$ cat config.mk
export PLATFORM = sky130hd
export DESIGN_NAME = uprocBoot
export DESIGN_NICKNAME = d
export VERILOG_FILES = /design/src/logic/uprocPkg.sv /design/src/logic/bootImage.sv /design/src/logic/memController.sv /design/src/logic/pauseNetwork.sv /design/src/logic/uprocBoot.sv
export SDC_FILE = /design/constraint.sdc
export NUM_CORES = 1
export LEC_CHECK = 0
export BUFFER_PORTS_ARGS = -buffer_cell sky130_fd_sc_hd__buf_2
export CORE_MARGIN = 4
export CORE_UTILIZATION = 48
export CTS_CLUSTER_SIZE = 8
export DETAILED_ROUTE_END_ITERATION = 12
export GPL_TIMING_DRIVEN = 0
export PLACE_DENSITY = 0.81
export SYNTH_ARGS = -nofsm -noshare
export SYNTH_HDL_FRONTEND = slang
export SYNTH_SLANG_ARGS = --single-unit
$ cat constraint.sdc
create_clock -name i_sysClk -period 1.65 [get_ports i_sysClk]
set_input_delay 0.0825 -clock i_sysClk [delete_from_list [all_inputs] [get_ports i_sysClk]]
set_output_delay 0.0825 -clock i_sysClk [all_outputs]
set_load 0.02 [all_outputs]
$ cat src/logic/uprocPkg.sv
// Shared types and constants of the boot and pause subsystem.
// Modules refer to these by scoped names such as uprocPkg::memReqT.

package uprocPkg;

	//--------------------------------------------------------------------------
	// Bus widths.
	//--------------------------------------------------------------------------

	// SRAM word address width.
	localparam int MEM_ADDR_BITS = 16;

	// SRAM and image data word width.
	localparam int MEM_DATA_BITS = 16;

	// SRAM word address.
	typedef logic [MEM_ADDR_BITS-1:0] memAddrT;

	// SRAM and image data word.
	typedef logic [MEM_DATA_BITS-1:0] memDataT;

	//--------------------------------------------------------------------------
	// Memory request word.
	//--------------------------------------------------------------------------

	// One SRAM access, as offered by a bus master.
	typedef struct packed {
		logic    wr;      // High for write, low for read.
		memAddrT addr;    // Target word address.
		memDataT data;    // Write data, ignored on reads.
	} memReqT;

	//--------------------------------------------------------------------------
	// SPI EEPROM commands.
	//--------------------------------------------------------------------------

	// EEPROM opcode byte.
	typedef logic [7:0] spiCmdT;

	// Sequential read, followed by a 16-bit start address.
	localparam spiCmdT SPI_READ_CMD = 8'h03;

endpackage

$ cat src/logic/bootImage.sv
// Boot loader. Reads the image from the SPI EEPROM after reset and
// writes it word by word into SRAM through a valid/ready write port.
`timescale 1ns/1ps

module bootImage #(
	parameter int IMAGE_WORDS = 16
) (
	// Storage chip connections.
	input  logic              i_spiMiso,
	output logic              o_spiClk,
	output logic              o_spiMosi,
	output logic              o_spiCsN,

	// Boot write port to the memory controller.
	output uprocPkg::memReqT  o_memReq,
	output logic              o_memValid,
	input  logic              i_memReady,

	// Boot state indicator.
	output logic              o_nowBooted,

	// Common signals.
	input  logic              i_sysClk,
	input  logic              i_rstN
);

	// Command byte plus start address, shifted out as one frame header.
	localparam int TX_BITS = $bits(uprocPkg::spiCmdT) + $bits(uprocPkg::memAddrT);

	typedef enum logic [2:0] {
		ST_IDLE,
		ST_CMD,
		ST_ADDR,
		ST_DATA,
		ST_WRITE,
		ST_DONE
	} bootStateT;

	logic [1:0]          rstSync;
	logic                rstN;
	bootStateT           state;
	logic                spiClk;
	logic                spiCsN;
	logic [3:0]          bitCnt;
	logic                lastBit;
	logic                lastWord;
	uprocPkg::memAddrT   wordIdx;
	logic                memValid;
	logic                nowBooted;
	logic [TX_BITS-1:0]  txShift;
	uprocPkg::memDataT   rxShift;

	//--------------------------------------------------------------------------
	// Reset synchronizer.
	//--------------------------------------------------------------------------

	// Asserts at once, releases two clocks later.
	always_ff @(posedge i_sysClk or negedge i_rstN) begin
		if (!i_rstN) begin
			rstSync <= 2'b00;
		end else begin
			rstSync <= {rstSync[0], 1'b1};
		end
	end
	assign rstN = rstSync[1];

	//--------------------------------------------------------------------------
	// Control FSM.
	//--------------------------------------------------------------------------

	// Command is 8 bits, address and data words are 16.
	assign lastBit  = (state == ST_CMD) ? (bitCnt == 4'd7) : (bitCnt == 4'd15);
	assign lastWord = (wordIdx == uprocPkg::memAddrT'(IMAGE_WORDS - 1));

	always_ff @(posedge i_sysClk or negedge rstN) begin
		if (!rstN) begin
			state     <= ST_IDLE;
			spiClk    <= 1'b0;
			spiCsN    <= 1'b1;
			bitCnt    <= '0;
			wordIdx   <= '0;
			memValid  <= 1'b0;
			nowBooted <= 1'b0;
		end else begin
			case (state)
				// Select the EEPROM and start the frame.
				ST_IDLE: begin
					spiCsN <= 1'b0;
					bitCnt <= '0;
					state  <= ST_CMD;
				end
				// SPI clock toggles every system clock.
				ST_CMD, ST_ADDR, ST_DATA: begin
					spiClk <= ~spiClk;
					if (spiClk) begin
						// Falling edge ends a bit.
						bitCnt <= bitCnt + 4'd1;
						if (lastBit) begin
							bitCnt <= '0;
							case (state)
								ST_CMD:  state <= ST_ADDR;
								ST_ADDR: state <= ST_DATA;
								default: begin
									state    <= ST_WRITE;
									memValid <= 1'b1;
								end
							endcase
						end
					end
				end
				// SPI clock stays low until the word is taken.
				ST_WRITE: begin
					if (i_memReady) begin
						memValid <= 1'b0;
						if (lastWord) begin
							spiCsN    <= 1'b1;
							nowBooted <= 1'b1;
							state     <= ST_DONE;
						end else begin
							wordIdx <= wordIdx + 1'b1;
							state   <= ST_DATA;
						end
					end
				end
				// Held until the next reset.
				ST_DONE: begin
					state <= ST_DONE;
				end
				default: begin
					state <= ST_IDLE;
				end
			endcase
		end
	end

	//--------------------------------------------------------------------------
	// Shift registers.
	//--------------------------------------------------------------------------

	// MOSI moves on falling edges, MISO is taken on rising edges.
	always_ff @(posedge i_sysClk) begin
		if (state == ST_IDLE) begin
			txShift <= {uprocPkg::SPI_READ_CMD, uprocPkg::memAddrT'(0)};
		end else if (spiClk && ((state == ST_CMD) || (state == ST_ADDR))) begin
			txShift <= {txShift[TX_BITS-2:0], 1'b0};
		end
		if (!spiClk && (state == ST_DATA)) begin
			rxShift <= {rxShift[$bits(rxShift)-2:0], i_spiMiso};
		end
	end

	// Outputs.
	assign o_spiClk      = spiClk;
	assign o_spiCsN      = spiCsN;
	assign o_spiMosi     = txShift[TX_BITS-1] & ~spiCsN;
	assign o_memReq.wr   = 1'b1;
	assign o_memReq.addr = wordIdx;
	assign o_memReq.data = rxShift;
	assign o_memValid    = memValid;
	assign o_nowBooted   = nowBooted;

	// A write is only offered inside an open EEPROM frame.
	pValidInFrame: assert property (@(posedge i_sysClk) disable iff (!rstN)
		($rose(o_memValid) && !o_nowBooted) |-> !o_spiCsN);

endmodule

$ cat src/logic/memController.sv
// SRAM bus arbiter. The boot loader owns the bus before boot, the host
// port afterwards while paused. Host reads return one cycle after accept.
`timescale 1ns/1ps

module memController (
	// Boot loader write port.
	input  uprocPkg::memReqT  i_bootReq,
	input  logic              i_bootValid,
	output logic              o_bootReady,

	// Host debug port.
	input  uprocPkg::memReqT  i_hostReq,
	input  logic              i_hostValid,
	output logic              o_hostReady,
	output uprocPkg::memDataT o_hostRdData,
	output logic              o_hostRdValid,

	// Subsystem state.
	input  logic              i_isBooted,
	input  logic              i_isPaused,

	// SRAM bus.
	output uprocPkg::memAddrT o_memAddr,
	output uprocPkg::memDataT o_memWrData,
	output logic              o_memWr,
	output logic              o_memEn,
	input  uprocPkg::memDataT i_memRdData,

	// Common signals.
	input  logic              i_sysClk,
	input  logic              i_rstN
);

	logic [1:0]        rstSync;
	logic              rstN;
	logic              bootReady;
	logic              hostOwns;
	logic              bootXfer;
	logic              hostXfer;
	logic              rdPending;
	uprocPkg::memReqT  busReq;

	// Reset synchronizer.
	always_ff @(posedge i_sysClk or negedge i_rstN) begin
		if (!i_rstN) begin
			rstSync <= 2'b00;
		end else begin
			rstSync <= {rstSync[0], 1'b1};
		end
	end
	assign rstN = rstSync[1];

	//--------------------------------------------------------------------------
	// Ownership and handshakes.
	//--------------------------------------------------------------------------

	// Boot side ready, registered so it stays low through reset.
	always_ff @(posedge i_sysClk or negedge rstN) begin
		if (!rstN) begin
			bootReady <= 1'b0;
		end else begin
			bootReady <= ~i_isBooted;
		end
	end

	// Bus belongs to the host once the image is in place.
	assign hostOwns    = i_isBooted;
	assign o_bootReady = bootReady;
	assign o_hostReady = i_isPaused & ~i_bootValid;

	assign bootXfer = i_bootValid & bootReady;
	assign hostXfer = i_hostValid & o_hostReady;

	//--------------------------------------------------------------------------
	// SRAM bus drive.
	//--------------------------------------------------------------------------

	assign busReq      = hostOwns ? i_hostReq : i_bootReq;
	assign o_memEn     = bootXfer | hostXfer;
	assign o_memWr     = o_memEn & busReq.wr;
	assign o_memAddr   = busReq.addr;
	assign o_memWrData = busReq.data;

	// Read response tracks an accepted host read by one cycle.
	always_ff @(posedge i_sysClk or negedge rstN) begin
		if (!rstN) begin
			rdPending <= 1'b0;
		end else begin
			rdPending <= hostXfer & ~i_hostReq.wr;
		end
	end

	// SRAM data arrives in the same cycle as the response.
	assign o_hostRdValid = rdPending;
	assign o_hostRdData  = i_memRdData;

	// Boot and host never get the bus in the same cycle.
	pOneReady: assert property (@(posedge i_sysClk) disable iff (!rstN)
		!(o_bootReady && o_hostReady));

endmodule

$ cat src/logic/pauseNetwork.sv
// Pause network. Merges the synchronized pause pin with the host pause
// request and reports the paused state once the device is booted.
`timescale 1ns/1ps

module pauseNetwork (
	// Pause sources.
	input  logic i_pausePin,
	input  logic i_hostPause,

	// Boot state and resulting pause state.
	input  logic i_isBooted,
	output logic o_isPaused,

	// Common signals.
	input  logic i_sysClk,
	input  logic i_rstN
);

	logic [1:0] rstSync;
	logic       rstN;
	logic [1:0] pinSync;
	logic       startPause;
	logic       isPaused;

	// Reset synchronizer.
	always_ff @(posedge i_sysClk or negedge i_rstN) begin
		if (!i_rstN) begin
			rstSync <= 2'b00;
		end else begin
			rstSync <= {rstSync[0], 1'b1};
		end
	end
	assign rstN = rstSync[1];

	//--------------------------------------------------------------------------
	// Pause registers.
	//--------------------------------------------------------------------------

	// Pin is asynchronous, two flops before use.
	// Start-pause is either source, paused needs boot done too.
	always_ff @(posedge i_sysClk or negedge rstN) begin
		if (!rstN) begin
			pinSync    <= 2'b00;
			startPause <= 1'b0;
			isPaused   <= 1'b0;
		end else begin
			pinSync    <= {pinSync[0], i_pausePin};
			startPause <= pinSync[1] | i_hostPause;
			isPaused   <= startPause & i_isBooted;
		end
	end

	assign o_isPaused = isPaused;

	// Booted never drops, so paused always sits on a booted device.
	pPausedBooted: assert property (@(posedge i_sysClk) disable iff (!rstN)
		o_isPaused |-> i_isBooted);

endmodule

$ cat src/logic/uprocBoot.sv
// Top level of the boot and pause subsystem. Connects the boot loader,
// the memory controller and the pause network.
`timescale 1ns/1ps

module uprocBoot #(
	parameter int IMAGE_WORDS = 16
) (
	// Storage chip (SPI EEPROM) connections.
	input  logic              i_spiMiso,
	output logic              o_spiClk,
	output logic              o_spiMosi,
	output logic              o_spiCsN,

	// Runtime chip (SRAM) connections.
	output uprocPkg::memAddrT o_memAddr,
	output uprocPkg::memDataT o_memWrData,
	output logic              o_memWr,
	output logic              o_memEn,
	input  uprocPkg::memDataT i_memRdData,

	// Host debug port.
	input  uprocPkg::memReqT  i_hostReq,
	input  logic              i_hostValid,
	output logic              o_hostReady,
	output uprocPkg::memDataT o_hostRdData,
	output logic              o_hostRdValid,
	input  logic              i_hostPause,

	// State machine connections.
	input  logic              i_pausePin,
	output logic              o_smIsBooted,
	output logic              o_smIsPaused,

	// Common signals.
	input  logic              i_sysClk,
	input  logic              i_rstN
);

	// Boot write port.
	uprocPkg::memReqT bootReq;
	logic             bootValid;
	logic             bootReady;

	// Subsystem state.
	logic             isBooted;
	logic             isPaused;

	//--------------------------------------------------------------------------
	// Boot loader, EEPROM to SRAM copy.
	bootImage #(
		.IMAGE_WORDS(IMAGE_WORDS)
	) BOOT_IMAGE (
		.i_spiMiso  (i_spiMiso),
		.o_spiClk   (o_spiClk),
		.o_spiMosi  (o_spiMosi),
		.o_spiCsN   (o_spiCsN),
		.o_memReq   (bootReq),
		.o_memValid (bootValid),
		.i_memReady (bootReady),
		.o_nowBooted(isBooted),
		.i_sysClk   (i_sysClk),
		.i_rstN     (i_rstN)
	);

	//--------------------------------------------------------------------------
	// Memory controller, SRAM bus owner select.
	memController MEM_CTRL (
		.i_bootReq    (bootReq),
		.i_bootValid  (bootValid),
		.o_bootReady  (bootReady),
		.i_hostReq    (i_hostReq),
		.i_hostValid  (i_hostValid),
		.o_hostReady  (o_hostReady),
		.o_hostRdData (o_hostRdData),
		.o_hostRdValid(o_hostRdValid),
		.i_isBooted   (isBooted),
		.i_isPaused   (isPaused),
		.o_memAddr    (o_memAddr),
		.o_memWrData  (o_memWrData),
		.o_memWr      (o_memWr),
		.o_memEn      (o_memEn),
		.i_memRdData  (i_memRdData),
		.i_sysClk     (i_sysClk),
		.i_rstN       (i_rstN)
	);

	//--------------------------------------------------------------------------
	// Pause network, pin and host pause sources.
	pauseNetwork PAUSE_NET (
		.i_pausePin (i_pausePin),
		.i_hostPause(i_hostPause),
		.i_isBooted (isBooted),
		.o_isPaused (isPaused),
		.i_sysClk   (i_sysClk),
		.i_rstN     (i_rstN)
	);

	// State indicator pins.
	assign o_smIsBooted = isBooted;
	assign o_smIsPaused = isPaused;

endmodule

==> After elaboration in Yosys (flattened, before gate mapping) <==
Cells that the tools add are included.
W data, S select, Z words.
{ "totals": {"output_inout_bits": 57, "inputBits": 55, "regBits": 63, "wordCells": 82} }
{ "op_classes": {"n_reduce_logical": 16, "muxes": 19, "n_eq_ne": 13, "addsub": 2, "bitwise_logic": 15} }
{ "ops": {"columns": ["cell", "count"], "rows": [
  ["$mux W33", 1],
  ["$add A16 B1 Y16 const B", 1],
  ["$eq A16 B4 Y1 const B", 1],
  ["$mux W3", 4],
  ["$pmux W3 S4", 1],
  ["$reduce_and A3 Y1", 4],
  ["$mux W4", 2],
  ["$ne A2 B1 Y1 const B", 4],
  ["$pmux W4 S2", 1],
  ["$and A1 B1 Y1", 7],
  ["$mux W1", 7],
  ["$eq A3 B2 Y1 const B", 2],
  ["$eq A3 B3 Y1 const B", 2],
  ["$not A1 Y1", 6],
  ["$pmux W3 S2", 1],
  ["$reduce_bool A2 Y1", 3],
  ["$reduce_and A5 Y1", 1],
  ["$add A4 B1 Y4 const B", 1],
  ["$eq A4 B3 Y1 const B", 1],
  ["$eq A4 B4 Y1 const B", 1],
  ["$pmux W1 S2", 2],
  ["$eq A3 B1 Y1 const B", 1],
  ["$logic_not A3 Y1", 1],
  ["$reduce_or A3 Y1", 1],
  ["7 further kinds", 9]
]} }

==> Longest topological paths before layout <==
{ "logic_depth": {"word_depth": 6, "mapped_depth": 5, "ltp_nobuf": 5} }

==> Cells and area by module <==
Synthesis repeated with hierarchy kept, for this count alone.
{ "unflattened": {"cells_unflattened": 255, "area_unflattened_um2": 3200.6} }
{ "by_module_without_submodules": {"columns": ["mod", "cells_each", "seq_area_each_um2", "n_inst", "area_each_um2"], "rows": [
  ["bootImage", 181, 1367.6, 1, 2224.6],
  ["memController", 65, 100.1, 1, 809.5],
  ["pauseNetwork", 9, 150.1, 1, 166.4]
]} }

==> Least setup slack after synthesis <==
No wires, ideal clock.
{ "synth_timing": {"path_kind": "reg-to-reg", "start": "reg BOOT_IMAGE.state[2]", "end": "reg BOOT_IMAGE.rxShift[0], enable pin", "path_stages_with_launch": 5, "setup_ps": 388, "required_ps": 1262, "arrival_time_ps": 1486, "setup_slack_ps": -225, "n_path_buf": 1, "period_less_slack_ps": 1875, "cell_sequence": "dfrtp_1 buf_2 nor2b_1 nand2_1 nor2_1"} }
{ "synth_via": {"elab_chain_len": 2} }
{ "synth_lines": {"columns": ["item", "line", "rtl"], "rows": [
  ["from (decl)", "bootImage.sv:41", "bootStateT state;"],
  ["from (signal assigned)", "bootImage.sv:77", "state <= ST_IDLE;"],
  ["from (signal assigned)", "bootImage.sv:90", "state <= ST_CMD;"],
  ["from (signal assigned)", "bootImage.sv:101", "ST_CMD: state <= ST_ADDR;"],
  ["$eq A3 B2 Y1", "bootImage.sv:147", "if (!spiClk && (state == ST_DATA)) begin"],
  ["$logic_and A1 B1 Y1", "bootImage.sv:147", null],
  ["to (signal assigned)", "bootImage.sv:148", "rxShift <= {rxShift[$bits(rxShift)-2:0], i_spiMiso};"],
  ["to (decl)", "bootImage.sv:51", "uprocPkg::memDataT rxShift;"]
]} }
Every way passes these cells.
A chain may end at the register's enable or synchronous reset.

==> Worst setup path in the final report <==
{ "layout_timing": {"start": "reg BOOT_IMAGE.state[1]", "end": "reg BOOT_IMAGE.state[1]"} }
{ "layout_via": {"elab_chain_len": 5, "elab_cells_between_ends": 16, "cone_classes": "eq/ne (8); mux (5); reduce/logical (3)"} }
{ "layout_lines": {"columns": ["item", "line", "rtl"], "rows": [
  ["$eq A3 B2 Y1 / $eq A3 B1 Y1 (equally long branches)", "bootImage.sv:85, bootImage.sv:100, bootImage.sv:72", null],
  ["$pmux W3 S2", "bootImage.sv:100", "case (state)"],
  ["$mux W3", "bootImage.sv:98", "if (lastBit) begin"],
  ["$mux W3", "bootImage.sv:95", "if (spiClk) begin"],
  ["$pmux W3 S4", "bootImage.sv:85", "case (state)"]
]} }
Several ways; a longest one is shown, not always the timed one. The select of a mux whose other input is x is not followed.

==> results.txt <==
status: finished, violations left
failing checks: setup timing
Synth warnings: 0
Post-synth EDFFs: 16
setup ws final: -0.00441 ns
Clock Sinks: 59
Design Area, Final: 3800 sq um
Tmin final: 1.65 ns
largest net degree at the start of global routing: 34
fin cells: 429
post-synthesis cell count: 235
CP max FO: 3
most frequent cells in the layout: 97 x buf_2, 32 x mux2_2, 31 x dfrtp_1, 27 x buf_4, 16 x edfxtp_1
H-tree depth: 3
Max Root-Sink Buffers: 2
clk slew on worst S/H paths: 0.06 ns
Antenna diodes: 0
P&R area growth vs syn: 35.2%
vias in the first global route: 2177
flops & latches, synth: 59
DP Worst Slack: -0.337 ns
Yosys cell types: 44
CP arrival: 1.86 ns
Total Routing Usage GR: 17.4%
worst hold stages: 2
multi-input combinational cell area: 1180 sq um
CP Class: flip-flop to flip-flop
PD cells: 832 nW/um^2
start point of the worst min-delay path: i_hostValid
initial antenna violation count: 0
Post-Syn Area per Cell: 12.0 sq um
fin crit share: 100%
Seq/Total Area, Yosys: 54.0%
DRT iter0 DRCs: 64
RSZ-0062 raised after global routing: yes
nets: 409
GR Overflow Total: 0
Layout fillers: 400
Peak VDD IR: 517 uV
total power: 3.16 mW
# setup viols final: 1
Register Area: 1520 sq um
Critical path origin: BOOT_IMAGE.state[1]$_DFFE_PN0P_
placed inst area: 3380 sq um
aggregate negative setup slack: -0.00441 ns
Initial Util: 50.2%
Detail Route Antenna Nets: 0
Post-Synth Simple-Gate Area: 11.4%
worst reg2reg path depth: 4
root buffer cell: clkbuf_8
Worst Clk Skew: 0.00509 ns
Final Hold Vio Count: 0
syn nets: 292
fin. max-slew vios: 0
Post-Route WL: 6.13 mm
Cells after DPL: 402
first-pass GRT wire length: 9.98 mm
main combinational cell family by area after synthesis: multiplexers
Max Cap Viol: 0
Post-Synth XOR/XNOR Area: 5.29%
FMAX: 604 MHz
Port Buffer Count: 95
P_leak: 1.87 nW
dpl hpwl: 4.42 mm
clock insertion delay at the later pin of the skew report: 0.33 ns
hold slack: 0.0183 ns
DRC violations left: 0
I/O pin total: 112
Num CTS Buffers: 9
CTS tree: done
final core utilization: 67.8%
Synth Area in Adders: 0.890%
endpoint class of the critical path: flip-flop
Die Area: 7150 sq um
Rows: 27
die height: 84.6 microns
Routed wire per std cell: 14.3 microns
Die W: 84.6 microns
commonest non-fill, non-tap cell in the layout: buf_2
Compound-Gate Fraction of Synth Area: 8.41%
Startpoint Class: flip-flop
Worst R2R Start: BOOT_IMAGE.state[1]$_DFFE_PN0P_
hold crit path type: input port to flip-flop
async set or reset register ratio after synthesis: 59.3%
cell area after synthesis: 2810 sq um
CORE AREA: 5610 sq um
worst-margin pin slew: 0.701 ns
Worst Path Required: 1.86 ns
Slew headroom: 53.3%
layout cells sized above 1: 53.5%
ys flop type: dfrtp_1
TritonRoute pass-1 iters: 5
mux cell area share after synthesis: 13.2%
GPL Wtd Cong: 0.728
Via density: 5.22
via count: 2238
-- synthesized netlist by cell type, types with 2 or more instances --
cell type | count | share of area (%)
buf_2 | 3 | 0.53
mux2_2 | 33 | 13
nand2_1 | 15 | 2.0
nand3_1 | 7 | 1.2
o21ai_0 | 8 | 1.4
buf_4 | 16 | 4.3
or2_2 | 2 | 0.44
a21oi_1 | 3 | 0.53
and3_1 | 5 | 1.1
xnor2_1 | 10 | 3.1
dfxtp_1 | 8 | 5.7
xor2_1 | 7 | 2.2
inv_1 | 7 | 0.93
nor2_1 | 8 | 1.1
nor3_1 | 5 | 0.89
nor2b_1 | 3 | 0.67
and4_1 | 3 | 0.93
a21o_1 | 2 | 0.53
nand4_1 | 5 | 1.1
dfrtp_1 | 34 | 30
ha_1 | 2 | 0.89
buf_1 | 3 | 0.40
edfxtp_1 | 16 | 17
nor4_1 | 4 | 0.89
a22o_1 | 7 | 2.2
-- path summary, 6_finish.rpt --
path / slack (ns) / to
max: -0.004 / BOOT_IMAGE.state[1]$_DFFE_PN0P_
min: 0.02 / MEM_CTRL.o_hostRdValid$_DFF_PN0_
max reg2reg: -0.004 / BOOT_IMAGE.state[1]$_DFFE_PN0P_
min reg2reg: 0.32 / BOOT_IMAGE.bitCnt[3]$_DFFE_PN0P_
max in group asynchronous: 0.84 / BOOT_IMAGE.o_nowBooted$_DFFE_PN0P_
min in group asynchronous: 0.06 / BOOT_IMAGE.rstSync[1]$_DFF_PN0_
-- where the power goes --
| part | switching (mW) | internal, mW |
|---|---|---|
| sequential | 0.0157 | 1.50 |
| clock | 0.530 | 0.993 |
| combinational | 0.0506 | 0.0755 |
-- per-layer routing --
layer  up-vias  routed length [microns]  GRT usage [%]
met2       106                     2960           28.4
met5         -                        0              0
met1      1053                     2480           21.0
met3        13                      542           5.50
li1       1066                        -              -
met4         0                      145           8.20
-- final cells by class --
type                    count  area share, %
inverters                   7          0.691
clock inverters             6           2.73
well taps                  72           2.37
repair buffers            108           15.7
clock buffers              10           3.36
multi-input cells         145           31.0
flip-flops and latches     59           40.0
plain buffers              22           4.21
-- critical path: stages (launching register included) --
cell and delay [ns]:
dfrtp_1 0.40, or3b_4 0.40, o22a_1 0.24, a41o_1 0.23, a221o_1 0.26
-- repair_timing --
action	CTS	global route
gates resized for setup	16	6
endpoints found under the hold margin	5	0
setup buffers	7	2
pin swaps	4	3
setup endpoints to repair	61	12
hold buffers	4	0
-- registers in the layout (all words and copies together) (netlist names), 2 cells and up --
| signal | cells |
|---|---|
| BOOT_IMAGE.bitCnt | 4 |
| BOOT_IMAGE.rxShift | 16 |
| BOOT_IMAGE.state | 3 |
| BOOT_IMAGE.txShift | 8 |
| BOOT_IMAGE.wordIdx | 16 |
| PAUSE_NET.pinSync | 2 |
-- cells by family (layout without fill, tap and decap cells) --
logic type      count (synthesis)  in the layout
compound gates                 32             32
xor+xnor                       17             17
fa+ha+maj                       2              2
buf+inv                        31            153
flops                          59             59
mux                            33             33
other cells                     1              1
simple gates                   60             60
(Power assumes the default switching activity.)
